$ cat src/source/csr_pkg.sv
`default_nettype none

package csr_pkg;

    // Register width
    localparam int xlen = 32;

    // Commands from the decoder
    localparam logic [2:0] csr_x     = 3'd0;
    localparam logic [2:0] csr_w     = 3'd1;
    localparam logic [2:0] csr_s     = 3'd2;
    localparam logic [2:0] csr_c     = 3'd3;
    localparam logic [2:0] csr_ecall = 3'd4;
    localparam logic [2:0] csr_mret  = 3'd5;

    // Privilege modes, supervisor not implemented
    localparam logic [1:0] mode_user    = 2'b00;
    localparam logic [1:0] mode_machine = 2'b11;

    // Counters
    localparam logic [11:0] csr_addr_cycle    = 12'hc00;
    localparam logic [11:0] csr_addr_cycleh   = 12'hc80;
    localparam logic [11:0] csr_addr_mcycle   = 12'hb00;
    localparam logic [11:0] csr_addr_mcycleh  = 12'hb80;
    // Machine information and trap setup
    localparam logic [11:0] csr_addr_misa     = 12'h301;
    localparam logic [11:0] csr_addr_mhartid  = 12'hf14;
    localparam logic [11:0] csr_addr_mstatus  = 12'h300;
    localparam logic [11:0] csr_addr_mie      = 12'h304;
    localparam logic [11:0] csr_addr_mtvec    = 12'h305;
    // Machine trap handling
    localparam logic [11:0] csr_addr_mscratch = 12'h340;
    localparam logic [11:0] csr_addr_mepc     = 12'h341;
    localparam logic [11:0] csr_addr_mcause   = 12'h342;
    localparam logic [11:0] csr_addr_mip      = 12'h344;

    // Exception code of ecall from U, M adds the mode on top
    localparam logic [xlen-1:0] cause_ecall_base = 32'd8;
    // Machine timer interrupt code
    localparam logic [xlen-1:0] cause_timer_code = 32'd7;
    // Set in mcause for interrupts
    localparam int cause_interrupt_bit = 31;

    // mstatus fields
    localparam int mstatus_mie_bit    = 3;
    localparam int mstatus_mpie_bit   = 7;
    localparam int mstatus_mpp_lo_bit = 11;
    localparam int mstatus_mpp_hi_bit = 12;
    // mie enables, mip uses the same positions
    localparam int mie_msie_bit = 3;
    localparam int mie_mtie_bit = 7;
    localparam int mie_meie_bit = 11;

    // RV32 with A, I and M
    localparam logic [xlen-1:0] misa_value = 32'h4000_1101;

    // Field view of a CSR address
    typedef struct packed {
        logic [1:0] access;
        logic [1:0] priv;
        logic [7:0] index;
    } csr_addr_fields_t;

    // Raw word for the decode, fields for the privilege check
    typedef union packed {
        logic [11:0]      raw;
        csr_addr_fields_t fields;
    } csr_addr_u;

endpackage

`default_nettype wire

$ cat src/source/csr_state_if.sv
`timescale 1ns/1ps
`default_nettype none

interface csr_state_if;
    import csr_pkg::*;

    // Current privilege and mstatus trap fields
    logic [1:0]      mode;
    logic            mstatus_mie;
    logic            mstatus_mpie;
    logic [1:0]      mstatus_mpp;
    // Trap handling registers
    logic [xlen-1:0] mepc;
    logic [xlen-1:0] mcause;
    // mtime at or past mtimecmp
    logic            timer_pending;
    // High in the cycle a timer trap is taken
    logic            take_trap;

    modport driver (output mode, mstatus_mie, mstatus_mpie, mstatus_mpp, mepc, mcause,
                    timer_pending, take_trap);
    modport reader (input mode, mstatus_mie, mstatus_mpie, mstatus_mpp, mepc, mcause,
                    timer_pending, take_trap);

endinterface

`default_nettype wire

$ cat src/source/csr_setup_if.sv
`timescale 1ns/1ps
`default_nettype none

interface csr_setup_if;
    import csr_pkg::*;

    // Trap vector, mode in the low two bits
    logic [xlen-1:0] mtvec;
    logic [xlen-1:0] mscratch;
    // Interrupt enables
    logic            mie_mtie;
    logic            mie_msie;
    logic            mie_meie;

    modport driver (output mtvec, mscratch, mie_mtie, mie_msie, mie_meie);
    // Full view for the read mux
    modport reader (input mtvec, mscratch, mie_mtie, mie_msie, mie_meie);
    // Trap side needs only the vector and the timer enable
    modport trap (input mtvec, mie_mtie);

endinterface

`default_nettype wire

$ cat src/source/csr_access.sv
`timescale 1ns/1ps
`default_nettype none

module csr_access #(
    parameter logic [csr_pkg::xlen-1:0] hart_id = '0
) (
    input  logic                     clk,
    input  logic                     rst,
    input  logic [63:0]              cycle,
    input  logic                     branch_hazard,
    input  logic [2:0]               cmd,
    input  logic [csr_pkg::xlen-1:0] op1_data,
    input  logic [csr_pkg::xlen-1:0] imm_i,
    csr_state_if.reader              state,
    csr_setup_if.reader              setup,
    output logic [2:0]               valid_cmd,
    output logic                     trap_ok,
    output logic [csr_pkg::xlen-1:0] rdata,
    output logic                     wr_en,
    output logic [11:0]              wr_addr,
    output logic [csr_pkg::xlen-1:0] wr_data
);
    import csr_pkg::*;

    csr_addr_u       addr_u;
    logic            can_access;
    logic            can_read;
    logic            can_write;
    logic            is_rmw;
    logic [xlen-1:0] mstatus_word;
    logic [xlen-1:0] mie_word;
    logic [xlen-1:0] mip_word;
    logic [xlen-1:0] read_word;

    // Second stage of the read-modify-write
    logic [2:0]      save_cmd;
    logic [11:0]     save_addr;
    logic [xlen-1:0] save_op1;
    logic            save_wr;

    function automatic logic [xlen-1:0] rmw_value(input logic [2:0] op,
                                                  input logic [xlen-1:0] operand,
                                                  input logic [xlen-1:0] old);
        case (op)
            csr_w:   rmw_value = operand;
            csr_s:   rmw_value = old | operand;
            csr_c:   rmw_value = old & ~operand;
            default: rmw_value = '0;
        endcase
    endfunction

    // Hazard turns the slot into a bubble at an unmapped address
    assign valid_cmd  = branch_hazard ? csr_x : cmd;
    assign addr_u.raw = branch_hazard ? 12'hfff : imm_i[11:0];

    // Command is dropped while the timer trap wins the slot
    assign trap_ok = !state.take_trap;

    // Address privilege must not exceed the current mode
    assign can_access = addr_u.fields.priv <= state.mode;
    assign can_read   = can_access;
    // Access field 11 marks read-only registers
    assign can_write  = can_access && (addr_u.fields.access != 2'b11);
    assign is_rmw     = valid_cmd inside {csr_w, csr_s, csr_c};

    always_comb begin
        mstatus_word = '0;
        mstatus_word[mstatus_mie_bit]  = state.mstatus_mie;
        mstatus_word[mstatus_mpie_bit] = state.mstatus_mpie;
        mstatus_word[mstatus_mpp_hi_bit:mstatus_mpp_lo_bit] = state.mstatus_mpp;
        mie_word = '0;
        mie_word[mie_mtie_bit] = setup.mie_mtie;
        mie_word[mie_msie_bit] = setup.mie_msie;
        mie_word[mie_meie_bit] = setup.mie_meie;
        // Only the timer line is pending-capable
        mip_word = '0;
        mip_word[mie_mtie_bit] = state.timer_pending;
    end

    always_comb begin
        case (addr_u.raw)
            csr_addr_cycle, csr_addr_mcycle:   read_word = cycle[31:0];
            csr_addr_cycleh, csr_addr_mcycleh: read_word = cycle[63:32];
            csr_addr_misa:     read_word = misa_value;
            csr_addr_mhartid:  read_word = hart_id;
            csr_addr_mstatus:  read_word = mstatus_word;
            csr_addr_mie:      read_word = mie_word;
            csr_addr_mtvec:    read_word = setup.mtvec;
            csr_addr_mscratch: read_word = setup.mscratch;
            csr_addr_mepc:     read_word = state.mepc;
            csr_addr_mcause:   read_word = state.mcause;
            csr_addr_mip:      read_word = mip_word;
            default:           read_word = '0;
        endcase
    end

    always_ff @(posedge clk) begin
        if (rst) begin
            rdata    <= '0;
            save_cmd <= csr_x;
            save_wr  <= 1'b0;
        end else begin
            // Denied or discarded reads return zero
            rdata    <= (can_read && trap_ok) ? read_word : '0;
            save_cmd <= valid_cmd;
            save_wr  <= is_rmw && can_write && trap_ok;
        end
    end

    // Address and operand ride along with save_cmd
    always_ff @(posedge clk) begin
        save_addr <= addr_u.raw;
        save_op1  <= op1_data;
    end

    // Write lands one edge after the read that fed it
    assign wr_en   = save_wr;
    assign wr_addr = save_addr;
    assign wr_data = rmw_value(save_cmd, save_op1, rdata);

endmodule

`default_nettype wire

$ cat src/source/csr_setup_regs.sv
`timescale 1ns/1ps
`default_nettype none

module csr_setup_regs (
    input  logic                     clk,
    input  logic                     rst,
    input  logic                     wr_en,
    input  logic [11:0]              wr_addr,
    input  logic [csr_pkg::xlen-1:0] wr_data,
    csr_setup_if.driver              setup
);
    import csr_pkg::*;

    logic [xlen-1:0] mscratch_q;
    logic [xlen-1:0] mtvec_q;
    logic            mtie_q;
    logic            msie_q;
    logic            meie_q;

    always_ff @(posedge clk) begin
        if (rst) begin
            mscratch_q <= '0;
            mtvec_q    <= '0;
            // Interrupts off out of reset
            mtie_q     <= 1'b0;
            msie_q     <= 1'b0;
            meie_q     <= 1'b0;
        end else if (wr_en) begin
            case (wr_addr)
                csr_addr_mscratch: mscratch_q <= wr_data;
                // Mode bits kept as written
                csr_addr_mtvec:    mtvec_q    <= wr_data;
                csr_addr_mie: begin
                    // Unimplemented enables read back as zero
                    mtie_q <= wr_data[mie_mtie_bit];
                    msie_q <= wr_data[mie_msie_bit];
                    meie_q <= wr_data[mie_meie_bit];
                end
                default: ;
            endcase
        end
    end

    assign setup.mscratch = mscratch_q;
    assign setup.mtvec    = mtvec_q;
    assign setup.mie_mtie = mtie_q;
    assign setup.mie_msie = msie_q;
    assign setup.mie_meie = meie_q;

endmodule

`default_nettype wire

$ cat src/source/csr_trap_ctrl.sv
`timescale 1ns/1ps
`default_nettype none

module csr_trap_ctrl (
    input  logic                     clk,
    input  logic                     rst,
    input  logic [63:0]              mtime,
    input  logic [63:0]              mtimecmp,
    input  logic                     interrupt_ready,
    input  logic [csr_pkg::xlen-1:0] fetch_pc,
    input  logic [2:0]               valid_cmd,
    input  logic                     trap_ok,
    input  logic                     wr_en,
    input  logic [11:0]              wr_addr,
    input  logic [csr_pkg::xlen-1:0] wr_data,
    csr_state_if.driver              state,
    csr_setup_if.trap                setup,
    output logic [2:0]               issued_cmd,
    output logic [csr_pkg::xlen-1:0] trap_vector,
    output logic                     stall_may_interrupt
);
    import csr_pkg::*;

    // Interrupt flag plus the timer code
    localparam logic [xlen-1:0] mcause_timer =
        (xlen'(1) << cause_interrupt_bit) | cause_timer_code;

    logic [1:0]      mode;
    logic            mie;
    logic            mpie;
    logic [1:0]      mpp;
    logic [xlen-1:0] mepc;
    logic [xlen-1:0] mcause;
    logic            timer_pending;
    logic            stall;
    logic            take_trap;
    logic [xlen-1:0] direct_target;
    logic [xlen-1:0] timer_target;
    logic [1:0]      wr_mpp;

    assign timer_pending = mtime >= mtimecmp;
    // User mode is always interruptible, machine mode only with MIE
    assign stall = timer_pending && setup.mie_mtie && ((mode == mode_user) || mie);
    assign take_trap = stall && interrupt_ready;
    assign stall_may_interrupt = stall;

    // Base with the mode bits stripped
    assign direct_target = {setup.mtvec[xlen-1:2], 2'b00};
    // Vectored mode offsets by four times the cause
    assign timer_target = (setup.mtvec[1:0] == 2'b01)
                        ? direct_target + (cause_timer_code << 2)
                        : setup.mtvec;

    // Only M and U are legal in MPP
    assign wr_mpp = (wr_data[mstatus_mpp_hi_bit:mstatus_mpp_lo_bit] == mode_machine)
                  ? mode_machine : mode_user;

    always_ff @(posedge clk) begin
        if (rst) begin
            issued_cmd  <= csr_x;
            trap_vector <= '0;
            mode        <= mode_machine;
            mpp         <= mode_machine;
            mie         <= 1'b0;
            mpie        <= 1'b0;
            mepc        <= '0;
            mcause      <= '0;
        end else begin
            // trap_ok low means the timer trap took the slot
            if (!trap_ok) begin
                // Timer trap enters machine mode through the pipeline as an ecall
                issued_cmd  <= csr_ecall;
                mpp         <= mode;
                mode        <= mode_machine;
                mpie        <= mie;
                mie         <= 1'b0;
                mepc        <= fetch_pc;
                mcause      <= mcause_timer;
                trap_vector <= timer_target;
            end else begin
                issued_cmd <= valid_cmd;
                case (valid_cmd)
                    csr_ecall: begin
                        // 8 from U, 11 from M
                        trap_vector <= direct_target;
                        mcause      <= cause_ecall_base + xlen'(mode);
                        mode        <= mode_machine;
                    end
                    csr_mret: begin
                        trap_vector <= mepc;
                        mode        <= mpp;
                        mpp         <= mode_user;
                        mie         <= mpie;
                    end
                    default: ;
                endcase
            end
            // Software writes override the trap updates of the same edge
            if (wr_en) begin
                case (wr_addr)
                    csr_addr_mstatus: begin
                        mie  <= wr_data[mstatus_mie_bit];
                        mpie <= wr_data[mstatus_mpie_bit];
                        mpp  <= wr_mpp;
                    end
                    csr_addr_mepc:   mepc   <= {wr_data[xlen-1:2], 2'b00};
                    csr_addr_mcause: mcause <= wr_data;
                    default: ;
                endcase
            end
        end
    end

    assign state.mode          = mode;
    assign state.mstatus_mie   = mie;
    assign state.mstatus_mpie  = mpie;
    assign state.mstatus_mpp   = mpp;
    assign state.mepc          = mepc;
    assign state.mcause        = mcause;
    assign state.timer_pending = timer_pending;
    assign state.take_trap     = take_trap;

endmodule

`default_nettype wire

$ cat src/source/csr_unit.sv
`timescale 1ns/1ps
`default_nettype none

module csr_unit #(
    parameter logic [csr_pkg::xlen-1:0] hart_id = '0
) (
    input  logic                     clk,
    input  logic                     rst,
    input  logic [63:0]              cycle,
    input  logic [63:0]              mtime,
    input  logic [63:0]              mtimecmp,
    input  logic                     branch_hazard,
    input  logic [2:0]               cmd,
    input  logic [csr_pkg::xlen-1:0] op1_data,
    input  logic [csr_pkg::xlen-1:0] imm_i,
    input  logic                     interrupt_ready,
    input  logic [csr_pkg::xlen-1:0] fetch_pc,
    output logic [2:0]               issued_cmd,
    output logic [csr_pkg::xlen-1:0] rdata,
    output logic [csr_pkg::xlen-1:0] trap_vector,
    output logic                     stall_may_interrupt
);
    import csr_pkg::*;

    // Squashed command into the trap side
    logic [2:0]      valid_cmd;
    logic            trap_ok;
    // Write path shared by both register blocks
    logic            wr_en;
    logic [11:0]     wr_addr;
    logic [xlen-1:0] wr_data;

    csr_state_if state_bus ();
    csr_setup_if setup_bus ();

    csr_access #(
        .hart_id (hart_id)
    ) access_i (
        .clk           (clk),
        .rst           (rst),
        .cycle         (cycle),
        .branch_hazard (branch_hazard),
        .cmd           (cmd),
        .op1_data      (op1_data),
        .imm_i         (imm_i),
        .state         (state_bus.reader),
        .setup         (setup_bus.reader),
        .valid_cmd     (valid_cmd),
        .trap_ok       (trap_ok),
        .rdata         (rdata),
        .wr_en         (wr_en),
        .wr_addr       (wr_addr),
        .wr_data       (wr_data)
    );

    csr_setup_regs setup_regs_i (
        .clk     (clk),
        .rst     (rst),
        .wr_en   (wr_en),
        .wr_addr (wr_addr),
        .wr_data (wr_data),
        .setup   (setup_bus.driver)
    );

    csr_trap_ctrl trap_ctrl_i (
        .clk                 (clk),
        .rst                 (rst),
        .mtime               (mtime),
        .mtimecmp            (mtimecmp),
        .interrupt_ready     (interrupt_ready),
        .fetch_pc            (fetch_pc),
        .valid_cmd           (valid_cmd),
        .trap_ok             (trap_ok),
        .wr_en               (wr_en),
        .wr_addr             (wr_addr),
        .wr_data             (wr_data),
        .state               (state_bus.driver),
        .setup               (setup_bus.trap),
        .issued_cmd          (issued_cmd),
        .trap_vector         (trap_vector),
        .stall_may_interrupt (stall_may_interrupt)
    );

endmodule

`default_nettype wire

$ cat config.mk
export PLATFORM = sky130hd
export DESIGN_NAME = csr_unit
export DESIGN_NICKNAME = d
export VERILOG_FILES = /design/src/source/csr_pkg.sv /design/src/source/csr_state_if.sv /design/src/source/csr_setup_if.sv /design/src/source/csr_access.sv /design/src/source/csr_setup_regs.sv /design/src/source/csr_trap_ctrl.sv /design/src/source/csr_unit.sv
export SDC_FILE = /design/constraint.sdc
export NUM_CORES = 1
export LEC_CHECK = 0
export BUFFER_PORTS_ARGS = -buffer_cell sky130_fd_sc_hd__buf_4
export CORE_MARGIN = 8
export CORE_UTILIZATION = 45
export DETAILED_ROUTE_END_ITERATION = 16
export PLACE_DENSITY = 0.78
export SYNTH_ARGS = -nofsm -noshare
export SYNTH_HDL_FRONTEND = slang
export SYNTH_SLANG_ARGS = --single-unit
$ cat constraint.sdc
create_clock -name clk -period 3.3 [get_ports clk]
set_input_delay 0.66 -clock clk [delete_from_list [all_inputs] [get_ports clk]]
set_output_delay 0.66 -clock clk [all_outputs]
set_load 0.01 [all_outputs]
==> impl_results.md <==
* DP Area at 0.01600 mm2
* CTS Hold Bufs at 0
* Pre-CTS setup slack at -0.3180 ns
* Warnings, synthesis at 0
* Mapped Cells at 1574
* Clock transition at path regs at 0.07 ns
* Post-synth EDFFs at 0
* Post-route ant nets at 0
* Top_reg_cell synth: dfxtp_1
* Syn_nets at 1936
* Worst Tran Pin Value at 0.9296 ns
* Port-buffer cells at 342
* Routability congestion estimate from global placement at 0.9103
* Drt drc at 0
* Combinational share of power at 10.4%
* Min Hold Slack at 0.2065 ns
* Count leader, synth: dfxtp_1
* # nets final at 2269
* Dpl hpwl at 35390 um
* Pin count of the biggest net entering global routing at 72
* CTS sink cnt at 252
* CTS Buf Count at 26
* Total Routed Length at 48190 um
* Kind of critical path: primary input to output port
* Crit-path max FO at 2
* Global-route wire length before repair at 73570 um
* H-tree depth at 1
* Setup violators final at 1
* Clock latency on the worst-skew pair at 0.56 ns
* Slew headroom at 37.55%
* Async SR Flop Fraction at 0%
* CP max stage delay at 0.38 ns
* Pwr Total at 7.338 mW
* Initial antenna violation count at 1
* R2R setup slack at 0.62 ns
* Sequential share of the synthesized area at 39.56%
* Syn_area_per_cell at 8.103 um2
* Root Buffer: clkbuf_16
* Final worst path period share at 100.9%
* CTS tree: yes
* Failing checks: setup timing
* Site Rows at 61
* Routed len/inst at 20.89 um
* Cell area after synthesis at 0.01275 mm2
* Critical Path Slowest Stage Cell: a311o_1
* Critical path arrival at 2.67 ns
* Finished Core Util at 61.80%
* Grt ovf at 0
* Top Ports at 363
* Sequential share of power at 42.4%
* Outcome: finished, violations left
* Top cells by count, synth: dfxtp_1 (252), nor2_1 (222), nand2_1 (208)
* Setup ws final at -0.03094 ns
* Net Switching at 1.675 mW
* CP Cell Sequence: buf_6 > inv_4 > ha_4 > nand4_1 > nor4_2 > buf_4 > nand2_4 > a311o_1 > nand4_1 > nor2_4 > nor2b_1 > buf_4
* Synth top area share at 39.56%
* MaxCap Viol Count at 0
* Worst min path class: primary input to register
* Layout cell share with drive strength beyond 1 at 27.14%
* Yosys top cell by area: dfxtp_1
* Crit end category: output port
* Switching Share at 22.83%
* Cell area after layout at 0.01722 mm2
* Min cycle time layout at 3.331 ns
* Worst endpoint required time at 2.64 ns
* Layout area overhead at 34.99%
* DRT Pass-1 Iters at 6
* LEAKAGE at 7.028 nW
* Final Slew Violations at 0
* Max Freq at 300.2 MHz
* Internal power at 5.663 mW
* Ranking of synthesized cells by area: dfxtp_1 (40%), ha_1 (6.6%), nor2_1 (6.5%)
* Initial Utilization at 45.78%
* Via/cell ratio at 5.764
* Tot GR Track Use at 27.11%
* PwrDens at 426.2 mW/mm2
* Initial DRC count at 1170
* Layout Skew at 0.03542 ns
* Core footprint at 0.02786 mm2
* Clk buf depth at 3
* RSZ-0062 raised after global routing: true
* Flops & latches, synth at 252
* Die X at 184.4 um
* Synth unique cells at 62
* Die area at 0.03398 mm2
* Critical Path Start Type: primary input
* Vias in the first global route at 13220
* Via count at 13300
* Clock share of power at 47.3%
* Maximum VDD drop at 0.3271 mV
* Final hold viol count at 0
* Die H at 184.4 um
[area by class of cell]
cell class / instances / area (um2)
fillers: 2424 / 10640
inverters: 85 / 329.1
multi-input cells: 1124 / 7084
repair buffers: 418 / 3259
well taps: 378 / 473.0
clock buffers: 31 / 719.4
diodes: 2 / 5.005
flip-flops and latches: 252 / 5045
clock inverters: 17 / 301.5
[worst paths after layout]
check                                     from                           end  cells after the start
setup reg to reg           access_i.wr_addr[9]  trap_ctrl_i.state.mcause[22]                      6
hold reg to reg   trap_ctrl_i.state.mcause[23]  trap_ctrl_i.state.mcause[23]                      2
setup / recovery                  mtimecmp[50]           stall_may_interrupt                     12
hold / removal                     op1_data[5]          access_i.save_op1[5]                      1
[logic make-up after synthesis]
logic type                 Yosys count  synth area share [%]
muxes                               39                 3.120
xor gates and xnor gates            17                 1.167
AOI/OAI and AO/OA                  433                 23.79
adders and majority gates           67                 6.573
and+or+nand+nor                    568                 19.55
buffers and inverters              198                 6.239
DFF                                252                 39.56
[through the flow]
step | instances | TNS, ns
finish | 2307 | -0.03094
global placement | 2253 | -22.83
floorplan | 1574 | 0
global route | 2306 | -0.08599
detailed placement | 2253 | -26.90
CTS | 2303 | 0
[per-layer routing]
metal | vias to the layer above | wire, um | track usage (%)
met5 | - | 0 | 0
met4 | 0 | 1429 | 9.035
met3 | 86 | 4143 | 4.903
met2 | 631 | 23120 | 46.02
met1 | 6254 | 19490 | 34.23
li1 | 6327 | - | -
[critical path: cells and delay by family]
| family | cells | cell delay [ns] |
|---|---|---|
| AOI/OAI and AO/OA | 1 | 0.38 |
| adders and majority gates | 1 | 0.24 |
| and+or+nand+nor | 6 | 0.95 |
| buffers and inverters | 4 | 0.43 |
[registers in the layout (all words and copies together) (netlist names)]
register,cells
trap_ctrl_i.state.mepc,32
setup_regs_i.setup.mie_msie,1
trap_ctrl_i.state.mode,2
trap_ctrl_i.state.mstatus_mpie,1
access_i.save_cmd,3
trap_ctrl_i.trap_vector,32
access_i.wr_addr,12
setup_regs_i.setup.mie_meie,1
access_i.wr_en,1
setup_regs_i.setup.mtvec,32
trap_ctrl_i.state.mstatus_mpp,2
trap_ctrl_i.state.mcause,32
trap_ctrl_i.state.mstatus_mie,1
setup_regs_i.setup.mie_mtie,1
access_i.save_op1,32
setup_regs_i.setup.mscratch,32
trap_ctrl_i.issued_cmd,3
access_i.rdata,32
[timing repair]
action | in CTS | in global routing
pin swaps | 7 | 14
setup buffers | 2 | 2
endpoints found under the setup margin | 1 | 1
resized for setup | 5 | 30
[cell usage in the layout, fill, tap and decap left out, types with 10 or more instances in the layout]
| cell type | synthesis | routed |
|---|---|---|
| a221oi_1 | 14 | 12 |
| o21ai_0 | 27 | 26 |
| dfxtp_1 | 252 | 252 |
| xnor2_1 | 11 | 11 |
| clkbuf_16 | 0 | 26 |
| nand2_1 | 208 | 207 |
| inv_1 | 85 | 81 |
| buf_4 | 3 | 403 |
| ha_1 | 67 | 63 |
| a211oi_1 | 87 | 86 |
| a21oi_1 | 79 | 79 |
| nor3_1 | 18 | 16 |
| mux2i_1 | 36 | 36 |
| nand4_1 | 20 | 20 |
| a31oi_1 | 61 | 61 |
| nand3b_1 | 10 | 10 |
| nand3_1 | 18 | 18 |
| nor2_1 | 222 | 213 |
| a22oi_1 | 79 | 79 |
| or2_2 | 15 | 14 |
| a41oi_1 | 27 | 27 |
[power by group through the flow]
stage               Clock, mW  Sequential [mW]  Combinational (mW)
CTS                      3.49             3.11               0.738
floorplan                   0             3.17               0.293
detailed placement          0             3.18               0.726
global route             3.62             3.11               0.824
global placement            0             3.17               0.712
finish                   3.47             3.11               0.761
No activity file was read; power rests on OpenSTA's default activity.
